$ cat config.mk
export PLATFORM = sky130hd
export DESIGN_NAME = cce_boot_top
export DESIGN_NICKNAME = d
export VERILOG_FILES = /design/src/verilog/cce_cfg_pkg.sv /design/src/verilog/cce_cfg_loader.sv /design/src/verilog/cce_cfg_decode.sv /design/src/verilog/cce_inst_ram.sv /design/src/verilog/cce_ucode_exec.sv /design/src/verilog/cce_boot_top.sv
export SDC_FILE = /design/constraint.sdc
export NUM_CORES = 1
export LEC_CHECK = 0
export BUFFER_PORTS_ARGS = -buffer_cell sky130_fd_sc_hd__buf_2
export CORE_ASPECT_RATIO = 1.2
export CORE_UTILIZATION = 29
export CTS_CLUSTER_SIZE = 12
export DETAILED_ROUTE_END_ITERATION = 16
export PLACE_DENSITY = 0.54
export SYNTH_ARGS = -nofsm -noshare
export SYNTH_HDL_FRONTEND = slang
export SYNTH_SLANG_ARGS = --single-unit
$ cat constraint.sdc
create_clock -name clk_i -period 4.4 [get_ports clk_i]
set_clock_uncertainty 0.2 [all_clocks]
set_input_delay 0.66 -clock clk_i [delete_from_list [all_inputs] [get_ports clk_i]]
set_output_delay 0.66 -clock clk_i [all_outputs]
set_load 0.05 [all_outputs]
$ cat src/verilog/cce_cfg_pkg.sv
package cce_cfg_pkg;

  localparam int inst_width_c          = 24;
  localparam int cfg_data_width_c      = 16;
  localparam int cfg_addr_width_c      = 7;
  localparam int inst_ram_els_c        = 16;
  localparam int inst_ram_addr_width_c = 4;

  // bit 6 picks register space, bits 4 to 1 index the RAM, bit 0 picks the high half
  localparam logic [cfg_addr_width_c-1:0] cfg_mode_addr_c = 7'h40;

  typedef enum logic [1:0] {
    e_mode_uncached = 2'd0,
    e_mode_normal   = 2'd1,
    e_mode_invalid  = 2'd2
  } cce_mode_e;

  typedef enum logic [2:0] {
    op_nop  = 3'd0,
    op_addi = 3'd1,
    op_xori = 3'd2,
    op_shl  = 3'd3,
    op_emit = 3'd4,
    op_halt = 3'd5
  } ucode_op_e;

  typedef struct packed {
    logic [cfg_addr_width_c-1:0] addr;
    logic [cfg_data_width_c-1:0] data;
  } cfg_req_s;

  typedef struct packed {
    ucode_op_e   op;
    logic [4:0]  spare;
    logic [15:0] imm;
  } ucode_inst_s;

  typedef struct packed {
    logic [inst_ram_addr_width_c-1:0] pc;
    logic [15:0]                      value;
  } ucode_result_s;

endpackage

$ cat src/verilog/cce_cfg_loader.sv
module cce_cfg_loader
  #(parameter inst_ram_els_p = cce_cfg_pkg::inst_ram_els_c
    , localparam addr_width_lp = $clog2(inst_ram_els_p)
  )
  (input                                          clk_i
   , input                                        reset_i
   , output logic                                 freeze_o

   , output logic [addr_width_lp-1:0]             boot_rom_addr_o
   , input [cce_cfg_pkg::inst_width_c-1:0]        boot_rom_data_i

   , output cce_cfg_pkg::cfg_req_s                cfg_req_o
   , output logic                                 cfg_v_o
   , input                                        cfg_ready_i
  );

  import cce_cfg_pkg::*;

  localparam int cfg_writes_lp    = 2*inst_ram_els_p;
  localparam int data_hi_width_lp = inst_width_c - cfg_data_width_c;
  localparam int data_hi_pad_lp   = cfg_data_width_c - data_hi_width_lp;
  localparam int mode_pad_lp      = cfg_data_width_c - $bits(cce_mode_e);

  typedef enum logic [2:0] {
    e_reset,
    e_pause,
    e_send_ram,
    e_send_mode,
    e_done
  } load_state_e;

  load_state_e state_r, state_n;

  logic [cfg_addr_width_c-1:0] cfg_addr_r, cfg_addr_n;
  logic                        freeze_r, freeze_n;
  logic                        cfg_hi;
  logic                        last_write;

  assign freeze_o        = freeze_r;
  assign cfg_hi          = cfg_addr_r[0]; // odd link addresses carry the upper instruction bits
  assign boot_rom_addr_o = cfg_addr_r[1 +: addr_width_lp];

  // the final high half is the write just before the mode register
  assign last_write = (cfg_addr_r[0 +: addr_width_lp+1]
                       == (addr_width_lp+1)'(cfg_writes_lp-1));

  always_ff @(posedge clk_i) begin
    if (reset_i) begin
      state_r    <= e_reset;
      cfg_addr_r <= '0;
      freeze_r   <= 1'b1; // engine stays frozen until the mode write lands
    end else begin
      state_r    <= state_n;
      cfg_addr_r <= cfg_addr_n;
      freeze_r   <= freeze_n;
    end
  end

  always_comb begin
    state_n    = state_r;
    cfg_addr_n = cfg_addr_r;
    freeze_n   = freeze_r;
    cfg_v_o    = 1'b0;
    cfg_req_o  = '0;

    case (state_r)
      e_reset: begin
        state_n = e_pause;
      end
      e_pause: begin
        state_n = e_send_ram;
      end
      e_send_ram: begin
        cfg_v_o        = 1'b1;
        cfg_req_o.addr = cfg_addr_r;
        cfg_req_o.data = cfg_hi
          ? {{data_hi_pad_lp{1'b0}}, boot_rom_data_i[cfg_data_width_c +: data_hi_width_lp]}
          : boot_rom_data_i[0 +: cfg_data_width_c];
        if (cfg_ready_i) begin
          if (last_write) begin
            cfg_addr_n = cfg_mode_addr_c; // jump to register space
            state_n    = e_send_mode;
          end else begin
            cfg_addr_n = cfg_addr_r + 1'b1;
          end
        end
      end
      e_send_mode: begin
        cfg_v_o        = 1'b1;
        cfg_req_o.addr = cfg_addr_r;
        cfg_req_o.data = {{mode_pad_lp{1'b0}}, e_mode_normal};
        if (cfg_ready_i) begin
          freeze_n = 1'b0; // mode becomes normal on the same edge
          state_n  = e_done;
        end
      end
      e_done: begin
        state_n = e_done;
      end
      default: begin
        state_n = e_reset;
      end
    endcase
  end

endmodule

$ cat src/verilog/cce_cfg_decode.sv
module cce_cfg_decode
  (input                                                 clk_i
   , input                                               reset_i

   , input cce_cfg_pkg::cfg_req_s                        cfg_req_i
   , input                                               cfg_v_i
   , output logic                                        cfg_ready_o

   , output logic                                        ram_w_v_o
   , output logic                                        ram_hi_o
   , output logic [cce_cfg_pkg::cfg_addr_width_c-3:0]    ram_index_o
   , output logic [cce_cfg_pkg::cfg_data_width_c-1:0]    ram_data_o

   , output cce_cfg_pkg::cce_mode_e                      mode_o
  );

  import cce_cfg_pkg::*;

  localparam int mode_width_lp = $bits(cce_mode_e);

  logic      xfer;
  logic      reg_space;
  logic      mode_we;
  logic      busy_r;
  cce_mode_e mode_r;

  // the RAM needs one idle cycle to commit a full instruction
  assign cfg_ready_o = ~busy_r;
  assign xfer        = cfg_v_i & cfg_ready_o;

  assign reg_space = cfg_req_i.addr[cfg_addr_width_c-1];

  // RAM space fields pass straight through, the strobe qualifies them
  assign ram_w_v_o   = xfer & ~reg_space;
  assign ram_hi_o    = cfg_req_i.addr[0];
  assign ram_index_o = cfg_req_i.addr[1 +: cfg_addr_width_c-2];
  assign ram_data_o  = cfg_req_i.data;

  // other register addresses are accepted and dropped
  assign mode_we = xfer & (cfg_req_i.addr == cfg_mode_addr_c);

  always_ff @(posedge clk_i) begin
    if (reset_i) begin
      busy_r <= 1'b0;
      mode_r <= e_mode_uncached;
    end else begin
      busy_r <= ram_w_v_o & ram_hi_o; // holds for one cycle only since ready is low meanwhile
      if (mode_we) begin
        mode_r <= cce_mode_e'(cfg_req_i.data[mode_width_lp-1:0]);
      end
    end
  end

  assign mode_o = mode_r;

endmodule

$ cat src/verilog/cce_inst_ram.sv
module cce_inst_ram
  #(parameter inst_ram_els_p = cce_cfg_pkg::inst_ram_els_c
    , localparam addr_width_lp = $clog2(inst_ram_els_p)
  )
  (input                                              clk_i
   , input                                            reset_i

   , input                                            w_v_i
   , input                                            w_hi_i
   , input [cce_cfg_pkg::cfg_addr_width_c-3:0]        w_index_i
   , input [cce_cfg_pkg::cfg_data_width_c-1:0]        w_data_i

   , input [addr_width_lp-1:0]                        rd_addr_i
   , output cce_cfg_pkg::ucode_inst_s                 rd_data_o
  );

  import cce_cfg_pkg::*;

  localparam int data_hi_width_lp = inst_width_c - cfg_data_width_c;

  ucode_inst_s                 mem [inst_ram_els_p];
  logic [cfg_data_width_c-1:0] stage_r;
  ucode_inst_s                 rd_data_r;
  logic [addr_width_lp-1:0]    w_addr;

  assign w_addr = w_index_i[0 +: addr_width_lp];

  // low half waits here until its high half arrives
  always_ff @(posedge clk_i) begin
    if (w_v_i & ~w_hi_i) begin
      stage_r <= w_data_i;
    end
  end

  always_ff @(posedge clk_i) begin
    if (w_v_i & w_hi_i) begin
      mem[w_addr] <= ucode_inst_s'({w_data_i[0 +: data_hi_width_lp], stage_r});
    end
  end

  // read port comes up as a nop until the first real read
  always_ff @(posedge clk_i) begin
    if (reset_i) begin
      rd_data_r <= '{op: op_nop, spare: '0, imm: '0};
    end else begin
      rd_data_r <= mem[rd_addr_i];
    end
  end

  assign rd_data_o = rd_data_r;

endmodule

$ cat src/verilog/cce_ucode_exec.sv
module cce_ucode_exec
  #(parameter inst_ram_els_p = cce_cfg_pkg::inst_ram_els_c
    , localparam addr_width_lp = $clog2(inst_ram_els_p)
  )
  (input                                    clk_i
   , input                                  reset_i

   , input                                  freeze_i
   , input cce_cfg_pkg::cce_mode_e          mode_i

   , output logic [addr_width_lp-1:0]       rd_addr_o
   , input cce_cfg_pkg::ucode_inst_s        rd_data_i

   , output logic                           result_v_o
   , output cce_cfg_pkg::ucode_result_s     result_o
   , output logic                           done_o
  );

  import cce_cfg_pkg::*;

  localparam logic [addr_width_lp-1:0] last_pc_lp = addr_width_lp'(inst_ram_els_p-1);

  logic [addr_width_lp-1:0] fetch_pc_r;
  logic [addr_width_lp-1:0] exec_pc_r;
  logic                     exec_v_r;
  logic [15:0]              acc_r, acc_n;
  logic                     done_r;
  logic                     run;
  logic                     exec_stop;

  assign run       = ~freeze_i & (mode_i == e_mode_normal) & ~done_r;
  assign rd_addr_o = fetch_pc_r;

  // halt and the last slot both end the program
  assign exec_stop = exec_v_r & ((rd_data_i.op == op_halt) | (exec_pc_r == last_pc_lp));

  always_comb begin
    acc_n = acc_r;
    case (rd_data_i.op)
      op_addi: acc_n = acc_r + rd_data_i.imm;
      op_xori: acc_n = acc_r ^ rd_data_i.imm;
      op_shl:  acc_n = acc_r << rd_data_i.imm[3:0];
      default: acc_n = acc_r; // nop, emit, halt and unused encodings leave it alone
    endcase
  end

  always_ff @(posedge clk_i) begin
    if (reset_i) begin
      fetch_pc_r <= '0;
      exec_pc_r  <= '0;
      exec_v_r   <= 1'b0;
      done_r     <= 1'b0;
    end else if (exec_stop) begin
      done_r   <= 1'b1;
      exec_v_r <= 1'b0; // drops the fetch already issued behind it
    end else if (run) begin
      exec_v_r   <= 1'b1;
      exec_pc_r  <= fetch_pc_r;
      fetch_pc_r <= fetch_pc_r + 1'b1;
    end else begin
      exec_v_r <= 1'b0; // fetch_pc_r still points at the dropped read, so it is redone later
    end
  end

  always_ff @(posedge clk_i) begin
    if (reset_i) begin
      acc_r <= '0;
    end else if (exec_v_r) begin
      acc_r <= acc_n;
    end
  end

  assign result_v_o     = exec_v_r & (rd_data_i.op == op_emit);
  assign result_o.pc    = inst_ram_addr_width_c'(exec_pc_r);
  assign result_o.value = acc_r;
  assign done_o         = done_r;

endmodule

$ cat src/verilog/cce_boot_top.sv
module cce_boot_top
  #(parameter inst_ram_els_p = cce_cfg_pkg::inst_ram_els_c
    , localparam addr_width_lp = $clog2(inst_ram_els_p)
  )
  (input                                        clk_i
   , input                                      reset_i

   , output logic [addr_width_lp-1:0]           boot_rom_addr_o
   , input [cce_cfg_pkg::inst_width_c-1:0]      boot_rom_data_i

   , output logic                               freeze_o
   , output logic                               result_v_o
   , output cce_cfg_pkg::ucode_result_s         result_o
   , output logic                               done_o
  );

  import cce_cfg_pkg::*;

  cfg_req_s                    cfg_req;
  logic                        cfg_v;
  logic                        cfg_ready;
  logic                        ram_w_v;
  logic                        ram_hi;
  logic [cfg_addr_width_c-3:0] ram_index;
  logic [cfg_data_width_c-1:0] ram_data;
  cce_mode_e                   mode;
  logic                        freeze;
  logic [addr_width_lp-1:0]    rd_addr;
  ucode_inst_s                 rd_data;

  assign freeze_o = freeze;

  cce_cfg_loader #(.inst_ram_els_p(inst_ram_els_p)) loader
    (.clk_i, .reset_i, .freeze_o(freeze), .boot_rom_addr_o, .boot_rom_data_i
     , .cfg_req_o(cfg_req), .cfg_v_o(cfg_v), .cfg_ready_i(cfg_ready));

  cce_cfg_decode decode
    (.clk_i, .reset_i, .cfg_req_i(cfg_req), .cfg_v_i(cfg_v), .cfg_ready_o(cfg_ready)
     , .ram_w_v_o(ram_w_v), .ram_hi_o(ram_hi), .ram_index_o(ram_index)
     , .ram_data_o(ram_data), .mode_o(mode));

  cce_inst_ram #(.inst_ram_els_p(inst_ram_els_p)) inst_ram
    (.clk_i, .reset_i, .w_v_i(ram_w_v), .w_hi_i(ram_hi), .w_index_i(ram_index)
     , .w_data_i(ram_data), .rd_addr_i(rd_addr), .rd_data_o(rd_data));

  cce_ucode_exec #(.inst_ram_els_p(inst_ram_els_p)) exec
    (.clk_i, .reset_i, .freeze_i(freeze), .mode_i(mode), .rd_addr_o(rd_addr)
     , .rd_data_i(rd_data), .result_v_o, .result_o, .done_o);

endmodule

# Word-level counts from Yosys, hierarchy flattened

Memory sizes are Yosys's and may differ from the RTL's. A register that Yosys moved wholly into a read port is not among the register bits.
Index checks and enable logic that the tools add are counted.

Register bits after elaboration: 56
Bits in latches: 0
Memory bits (writable): 384
ROM bits: 0
Bits of input ports: 26
Output and inout bits: 27
Memories: 1

Memories:

| name         | depth | width | read ports | clocked after memory_dff | wr ports | line               | text |
|---|---|---|---|---|---|---|---|
| inst_ram.mem | 16    | 24    | 1          | 1                        | 1        | cce_inst_ram.sv:21 | `ucode_inst_s mem [inst_ram_els_p];` |

Add/sub/neg operators: 3
Multiply operators: 0
Div/mod/pow operators: 0
$lt $le $gt $ge: 0
Equality and inequality tests: 16
Shift operators: 1
Muxes and demuxes: 12
Bitwise gates (word level): 17
Reduce and logical (&&, ||, !) cells: 9

Operators by type and width:

| operator              | count |
|---|---|
| $pmux W16 S3          | 1 |
| $pmux W23 S2          | 1 |
| $add A16 B16 Y16      | 1 |
| $mux W16              | 1 |
| $shl A16 B4 Y16       | 1 |
| $xor A16 B16 Y16      | 1 |
| $pmux W3 S5           | 1 |
| $eq A3 B2 Y1 const B  | 4 |
| $and A1 B1 Y1         | 9 |
| $eq A3 B3 Y1 const B  | 3 |
| $mux W3               | 3 |
| $reduce_and A2 Y1     | 4 |
| $add A7 B1 Y7 const B | 1 |
| $eq A7 B7 Y1 const B  | 1 |
| $mux W7               | 1 |
| $eq A3 B1 Y1 const B  | 2 |
| $not A1 Y1            | 6 |
| $eq A5 B5 Y1 const B  | 1 |
| $add A4 B1 Y4 const B | 1 |
| $eq A4 B4 Y1 const B  | 1 |
| $mux W1               | 4 |
| $ne A2 B2 Y1 const B  | 2 |
| $reduce_or A2 Y1      | 2 |
| $logic_not A3 Y1      | 1 |
| 5 further kinds       | 5 |

# Longest topological paths before layout

Gate-level depths: netlist of the first run.

Word-level depth: 8
Gate-level depth with buffers: 10
Gate-level depth less buffers: 9

# Modules after synthesis

From an unflattened synthesis of the first run, not the netlist that was laid out.

Cell total of the unflattened synthesis: 1283
Area, all modules: 19841.5 um^2

Modules (own cells, without submodules):

| module         | instances | cells an instance | area an instance (um^2) |
|---|---|---|---|
| cce_inst_ram   | 1         | 800               | 15921.5 |
| cce_ucode_exec | 1         | 345               | 2803.9 |
| cce_cfg_loader | 1         | 100               | 797.0 |
| cce_cfg_decode | 1         | 38                | 319.1 |

# Least setup slack after synthesis of the first run

OpenSTA, ideal clock, no wires.

Path type: reg2reg
Start point: register loader.cfg_addr_r[0]
End point: memory inst_ram.mem[3][0] (netlist bit) (enable)
Library setup time: 0.419 ns
Data arrival time: 2.657 ns
Required time: 3.781 ns
Setup slack: 1.124 ns
Cell stages (with the launch flop): 6
Path buffers: 2
Cell sequence: dfxtp_1 > clkbuf_1 > clkbuf_1 > and2_1 > nand3_1 > nor3_1

Longest elaborated chain between the ends: 4

Ends and longest elaborated chain:

| item                          | line                 | text |
|---|---|---|
| start: declaration            | cce_cfg_loader.sv:34 | `logic [cfg_addr_width_c-1:0] cfg_addr_r, cfg_addr_n;` |
| start signal: assignment      | cce_cfg_loader.sv:54 | `cfg_addr_r <= cfg_addr_n;` |
| $pmux W23 S2                  | cce_cfg_loader.sv:66 | `case (state_r)` |
| $and A1 B1 Y1                 | cce_inst_ram.sv:36   | `if (w_v_i & w_hi_i) begin` |
| $mux W1                       | cce_inst_ram.sv:36   |  |
| $mux W1 (not written as such) | cce_inst_ram.sv:37   | `mem[w_addr] <= ucode_inst_s'({w_data_i[0 +: data_hi_width_lp], stage_r});` |
| end: declaration              | cce_inst_ram.sv:21   |  |

Every way passes these cells.

# Worst setup path after layout of the first run

Start point: register inst_ram.rd_data_o[1] (netlist name)
End point: register exec.acc_r[12]

Longest elaborated chain between the ends: 2
Elaborated cells between the ends (all ways): 3
Those cells by class: add/sub: 1; shift: 1; mux: 1

Ends and longest elaborated chain:

| item                                                | line                                       | text |
|---|---|---|
| $add A16 B16 Y16 or $shl A16 B4 Y16 (tied branches) | cce_ucode_exec.sv:40, cce_ucode_exec.sv:42 |  |
| $pmux W16 S3 *                                      | cce_ucode_exec.sv:39                       | `case (rd_data_i.op)` |
| end signal: assignment                              | cce_ucode_exec.sv:69                       | `acc_r <= acc_n;` |
| end: declaration                                    | cce_ucode_exec.sv:26                       | `logic [15:0] acc_r, acc_n;` |

Every way passes the cells marked *; elsewhere a longest branch is shown, timed or not.
A chain may end at the register's enable or synchronous reset.

==> results of run 1 <==
worst max path at each step:
stage / endpoint / cells past startpoint / slack [ps] / startpoint
6_report: exec.acc_r[12] / 8 / 1450 / inst_ram.rd_data_o[1]
3_3_place_gp: exec.acc_r[12] / 8 / 1540 / inst_ram.rd_data_o[1]
2_1_floorplan: inst_ram.mem[3][0] / 5 / 1120 / loader.cfg_addr_r[0]
5_1_grt: exec.acc_r[12] / 8 / 1270 / inst_ram.rd_data_o[1]
4_1_cts: exec.acc_r[12] / 8 / 1440 / inst_ram.rd_data_o[1]
3_5_place_dp: exec.acc_r[12] / 8 / 1460 / inst_ram.rd_data_o[1]
through the flow:
stage / worst slack, ps / util [%]
CTS: 1440 / 34.1
floorplan: 1120 / -
global placement: 1540 / 31.8
detailed placement: 1460 / 31.8
finish: 1450 / 34.1
global route: 1270 / 34.1
worst max-delay path, cell delays in order, from the launching register on:
cell	delay, ps
dfxtp_1	640
inv_2	220
fa_1	480
nor2b_1	170
o21bai_1	120
a211oi_1	370
o211ai_1	150
mux2_2	290
o31ai_1	210
logic make-up after synthesis:
kind of cell	Yosys count	synth area share (%)
adder cells (fa/ha/maj)	20	1.63
multiplexers	143	17.1
AND/OR/NAND/NOR	194	6.05
AO/OA/AOI/OAI	109	4.65
flip-flops	379	68.1
XOR/XNOR	12	0.663
buffers and inverters	65	1.85
cell usage in the layout (no fill, tap or decap), types with 3 or more instances in the layout:
cell,n
nor3_1,8
nand2b_1,7
bufinv_16,3
or2_2,4
nor2b_1,27
nand2_1,30
nor2_2,14
clkbuf_1,19
buf_4,42
nand4_1,7
ha_1,19
o211ai_1,3
a21oi_1,27
clkinv_2,3
nor2_1,57
edfxtp_1,320
a221oi_1,6
dfxtp_1,56
nor3_2,4
nand3_1,7
and2_1,9
a31oi_1,4
or3_1,4
mux4_2,102
o21ai_0,22
clkbuf_16,41
a211oi_1,12
buf_2,52
a221o_1,3
mux2i_1,39
o21bai_1,4
xnor2_1,4
and3_1,6
xor2_1,8
a21o_1,8
inv_1,9
cell type report:
type,instances,share of cell area [%]
inverter,10,0.204
sequential,379,58.8
multi-input combinational,478,26.2
clock buffer,62,6.12
tap,712,4.85
clock inverter,9,0.688
timing repair buffer,94,3.13
flip-flops by register name, summed over array words and instances, names as in the netlist, 3 cells and up:
register / count
inst_ram.mem: 304
inst_ram.rd_data_o: 19
exec.acc_r: 16
inst_ram.stage_r: 16
loader.cfg_addr_r: 7
exec.exec_pc_r: 4
exec.rd_addr_o: 4
loader.state_r: 3
routing by layer:
metal / track usage, % / vias to the layer above / wire length, um / share of wire (%)
li1: - / 3841 / - / -
met1: 18.2 / 4518 / 16800 / 44
met2: 24.7 / 165 / 19800 / 52
met3: 2.00 / 48 / 1180 / 3.1
met4: 3.70 / 0 / 645 / 1.7
met5: 0 / - / 0 / 0
power breakdown:
part	internal (mW)	leakage (nW)	switching [mW]
clock	1.94	0.607	1.34
sequential	3.99	3.39	0.0896
combinational	0.0703	1.95	0.137
==> impl_results.md, run 1 <==
* GP Congestion at 0.843
* Hpwl dp at 24.7 mm
* Max Clock Freq at 339 MHz
* Reg clk slew, reported paths at 70 ps
* Startpoint Class: register
* Tmin final at 2950 ps
* Commonest cells post-synth: 320 x edfxtp_1, 102 x mux4_2, 70 x nor2_1
* Worst hold endpoint: inst_ram.stage_r[9]
* Final nets at 1049
* Routed WL per cell at 22.1 um
* Antenna cells at 0
* Drt pass-1 iters at 5
* Clk_lat worst skew at 540 ps
* Multi-input gate area in the final layout at 0.00482 mm^2
* CTS buffer count at 40
* Die width at 215 um
* WHS at 206 ps
* Main flop type after synthesis: edfxtp_1
* Hold depth at 2
* Sequential share of the synthesized area at 68.1%
* RSZ-0062 raised after global routing: no
* # resized after CTS at 0
* Post-route insts no fill at 1744
* Fraction of layout instances using a drive strength above 1 at 27.2%
* Htree depth at 2
* Synth warnings at 0
* Synth Area per Inst at 17.2 um^2
* Area leader, netlist: edfxtp_1
* Most frequent cell after synthesis: edfxtp_1
* R2r setup slk at 1450 ps
* Detailed-route wire length at 38.5 mm
* Root Driver: clkbuf_16
* Worst VDD drop at 226 uV
* Die area at 0.0556 mm^2
* # Post-CTS Setup Buffers at 0
* Gr usage total at 14.1%
* Total power at 7.56 mW
* Area share of the largest cell type after synthesis at 60.6%
* Main area contributors after synthesis: edfxtp_1 61%, mux4_2 14%, dfxtp_1 7.5%, mux2i_1 2.5%, nor2_1 1.7%
* Seq cells post-synth at 379
* Critical path class: reg2reg
* Cell variety after synth at 60
* Placed Cells at 1673
* Area growth syn-to-layout at 15.9%
* Slew @ Worst Pin at 1110 ps
* Crit path capture type: register
* R2R cell count at 8
* # IOs at 53
* Crit path required time at 4660 ps
* FFs w/ async S/R, synth at 0%
* Hold WC Path Type: in2reg
* Final ANT Viol Nets at 0
* Max_slew headroom at 25.9%
* TritonCTS Sinks at 379
* LEAKAGE at 5.95 nW
* Cell Area, Synth at 0.0159 mm^2
* Max cap viols at 0
* Register area at 0.0108 mm^2
* Post-route design area at 0.0184 mm^2
* Clk buf depth at 3
* Outcome: finished clean
* Syn nets at 968
* Hold path startpoint: boot_rom_data_i[9]
* WP data arrival at 3200 ps
* Reg-to-Reg Start: inst_ram.rd_data_o[1]
* Final Hold Viols at 0
* Initial core utilization at 29.4%
* Fin crit share at 67.0%
* TNS Setup at 0 ps
* TritonCTS clock tree: done
* Post-synth EDFFs at 320
* Core area at 0.0539 mm^2
* # fillers at 5082
* Pin count of the biggest net entering global routing at 50
* Crit Path Max Fanout at 12
* DRC at 0
* Final setup violation count at 0
* Vias in the first global route at 8900
* Initial antenna violation count at 0
* Row count at 93
* Via count at 8572
* Post-synthesis cell count at 922
* Drt initial violations at 738
* Reg-to-Reg End: exec.acc_r[12]
* First-pass GRT wire length at 58.5 mm
* Slew Viols, Final at 0
* Post-CTS Hold Buffers at 0
* I/O Buffers at 52
* Total grt overflow at 0
* Area after DPL at 0.0171 mm^2
* Die Span Y at 258 um
* Vias/cell at 4.92
* Power Density at 411 mW/mm^2
Power figures use the tool's default switching activity.
==> inputs of run 2 (changes only) <==
- PLACE_DENSITY: 0.54 -> 0.56
- clock period: 4.4 -> 2.7 ns (I/O delays scaled with it)
==> impl_results.md, run 2 (same netlist as run 1, synthesis figures left out) <==
* Outcome: finished clean
* Vias in the first global route at 8871
* R2R cell count at 7
* Total power at 12.4 mW
* Max cap viols at 0
* WP data arrival at 2830 ps
* Max FFs per register at 304
* CP startpoint: exec.acc_r[1]
* Startpoint Class: register
* Crit Path Max Fanout at 5
* Crit path top cell by count: a21oi_1
* TritonCTS clock tree: done
* TritonCTS Sinks at 379
* WHS at 4.24 ps
* Slew Viols, Final at 0
* # IOs at 53
* Crit path required time at 3010 ps
* Die width at 215 um
* Root Driver: clkbuf_16
* LEAKAGE at 6.12 nW
* Pin count of the biggest net entering global routing at 39
* Worst Path Buf+Inv at 0
* Via count at 8603
* Fin crit share at 93.6%
* Slowest cell on crit path: or4b_2
* Area growth syn-to-layout at 19.0%
* Tmin final at 2530 ps
* Hold WC Path Type: in2reg
* Htree depth at 2
* Max_slew headroom at 43.8%
* Initial antenna violation count at 2
* Gr usage total at 13.5%
* Crit-path cells: ha_1 > a21o_1 > a21oi_1 > o21ai_0 > a21oi_1 > or4b_2 > nand3_1
* Reg-to-Reg Start: exec.acc_r[1]
* Vias/cell at 4.84
* Die area at 0.0556 mm^2
* CTS buffer count at 41
* Crit path largest cell delay at 630 ps
* Power Density at 655 mW/mm^2
* Drt pass-1 iters at 5
* # Post-CTS Setup Buffers at 0
* Initial core utilization at 29.4%
* Commonest non-fill, non-tap cell in the layout: edfxtp_1
* Critical path class: reg2reg
* DRC at 0
* Commonest non-fill, non-tap cells in the layout: 320 x edfxtp_1, 102 x mux4_2, 57 x nor2_1, 55 x dfxtp_1, 52 x buf_2
* Final nets at 1081
* Crit path capture: exec.acc_r[11]
* Crit path capture type: register
* Row count at 93
* Area after DPL at 0.0175 mm^2
* Total grt overflow at 0
* I/O Buffers at 52
* Fraction of layout instances using a drive strength above 1 at 28.5%
* WP depth at 7
* Core area at 0.0539 mm^2
* Final core utilization at 35.0%
* Drt initial violations at 586
* GP Congestion at 0.865
* R2r setup slk at 170 ps
* Final ANT Viol Nets at 0
* Most flops, register: inst_ram.mem
* RSZ-0062 raised after global routing: no
* Die Span Y at 258 um
* Clk buf depth at 3
* Hpwl dp at 24.4 mm
* Reg-to-Reg End: exec.acc_r[11]
* Final Hold Viols at 0
* Post-route design area at 0.0189 mm^2
* Worst VDD drop at 422 uV
* Max Clock Freq at 396 MHz
* Clk_lat worst skew at 560 ps
* First-pass GRT wire length at 56.3 mm
* Slew @ Worst Pin at 838 ps
* Detailed-route wire length at 36.7 mm
* Final setup violation count at 0
* Reg clk slew, reported paths at 60 ps
* Top delay family on crit path: compound AO/OA/AOI/OAI gates
* Routed WL per cell at 20.6 um
## run 2: changes by cell type in the layout (fill, tap and decap cells not counted), moves of 2 or more
cell	previous run	this run
buf_12	0	14
clkinvlp_4	0	2
inv_6	2	0
buf_4	42	46
clkinv_1	1	5
nor3_2	4	1
nor3_4	0	3
clkbuf_1	19	14
dlygate4sd3_1	0	13
## run 2: through the flow
step | instances | TNS (ps) | worst slack (ps)
3_3_place_gp | 1691 | 0 | 194
2_1_floorplan | 922 | -15950 | -95.7
6_report | 1777 | 0 | 172
5_1_grt | 1776 | 0 | 33.4
4_1_cts | 1776 | 0 | 174
3_5_place_dp | 1691 | 0 | 188
## run 2: cell type report
| cell class | count | area [um^2] |
|---|---|---|
| Clock buffer | 58 | 1130 |
| Fill cell | 5033 | 35000 |
| Sequential cell | 379 | 10800 |
| Clock inverter | 14 | 145 |
| Tap cell | 712 | 891 |
| Inverter | 10 | 37.5 |
| Timing Repair Buffer | 125 | 1020 |
| Multi-Input combinational cell | 478 | 4850 |
| Antenna cell | 1 | 2.50 |
## run 2: worst min-delay path by stage
stage	to	cells past startpoint	slack [ps]	startpoint
finish	inst_ram.stage_r[11]	2	4	boot_rom_data_i[11]
floorplan	loader.state_r[1]	1	240	loader.state_r[2]
CTS	inst_ram.stage_r[11]	2	20	boot_rom_data_i[11]
global route	inst_ram.stage_r[11]	2	30	boot_rom_data_i[11]
detailed placement	decode.mode_o[0]	2	250	decode.mode_o[0]
global placement	decode.mode_o[0]	2	240	decode.mode_o[0]
## run 2: repair_timing
item | 4_1_cts | 5_1_grt
setup endpoints to repair | 0 | 1
hold buffers | 13 | 0
resized for setup | 0 | 1
hold endpoints to repair | 10 | 0
## run 2: where the power goes
group | total (mW) | leakage, nW | switching (mW) | internal (mW)
logic | 0.389 | 2.12 | 0.239 | 0.149
registers | 6.65 | 3.39 | 0.144 | 6.50
clock network | 5.33 | 0.613 | 2.21 | 3.12
## run 2: layer usage
| layer | GRT usage [%] | vias up | routed length, um |
|---|---|---|---|
| li1 | - | 3912 | - |
| met1 | 17.4 | 4434 | 15600 |
| met2 | 23.1 | 212 | 18700 |
| met3 | 2.04 | 45 | 1620 |
| met4 | 4.55 | 0 | 816 |
| met5 | 0 | - | 0 |
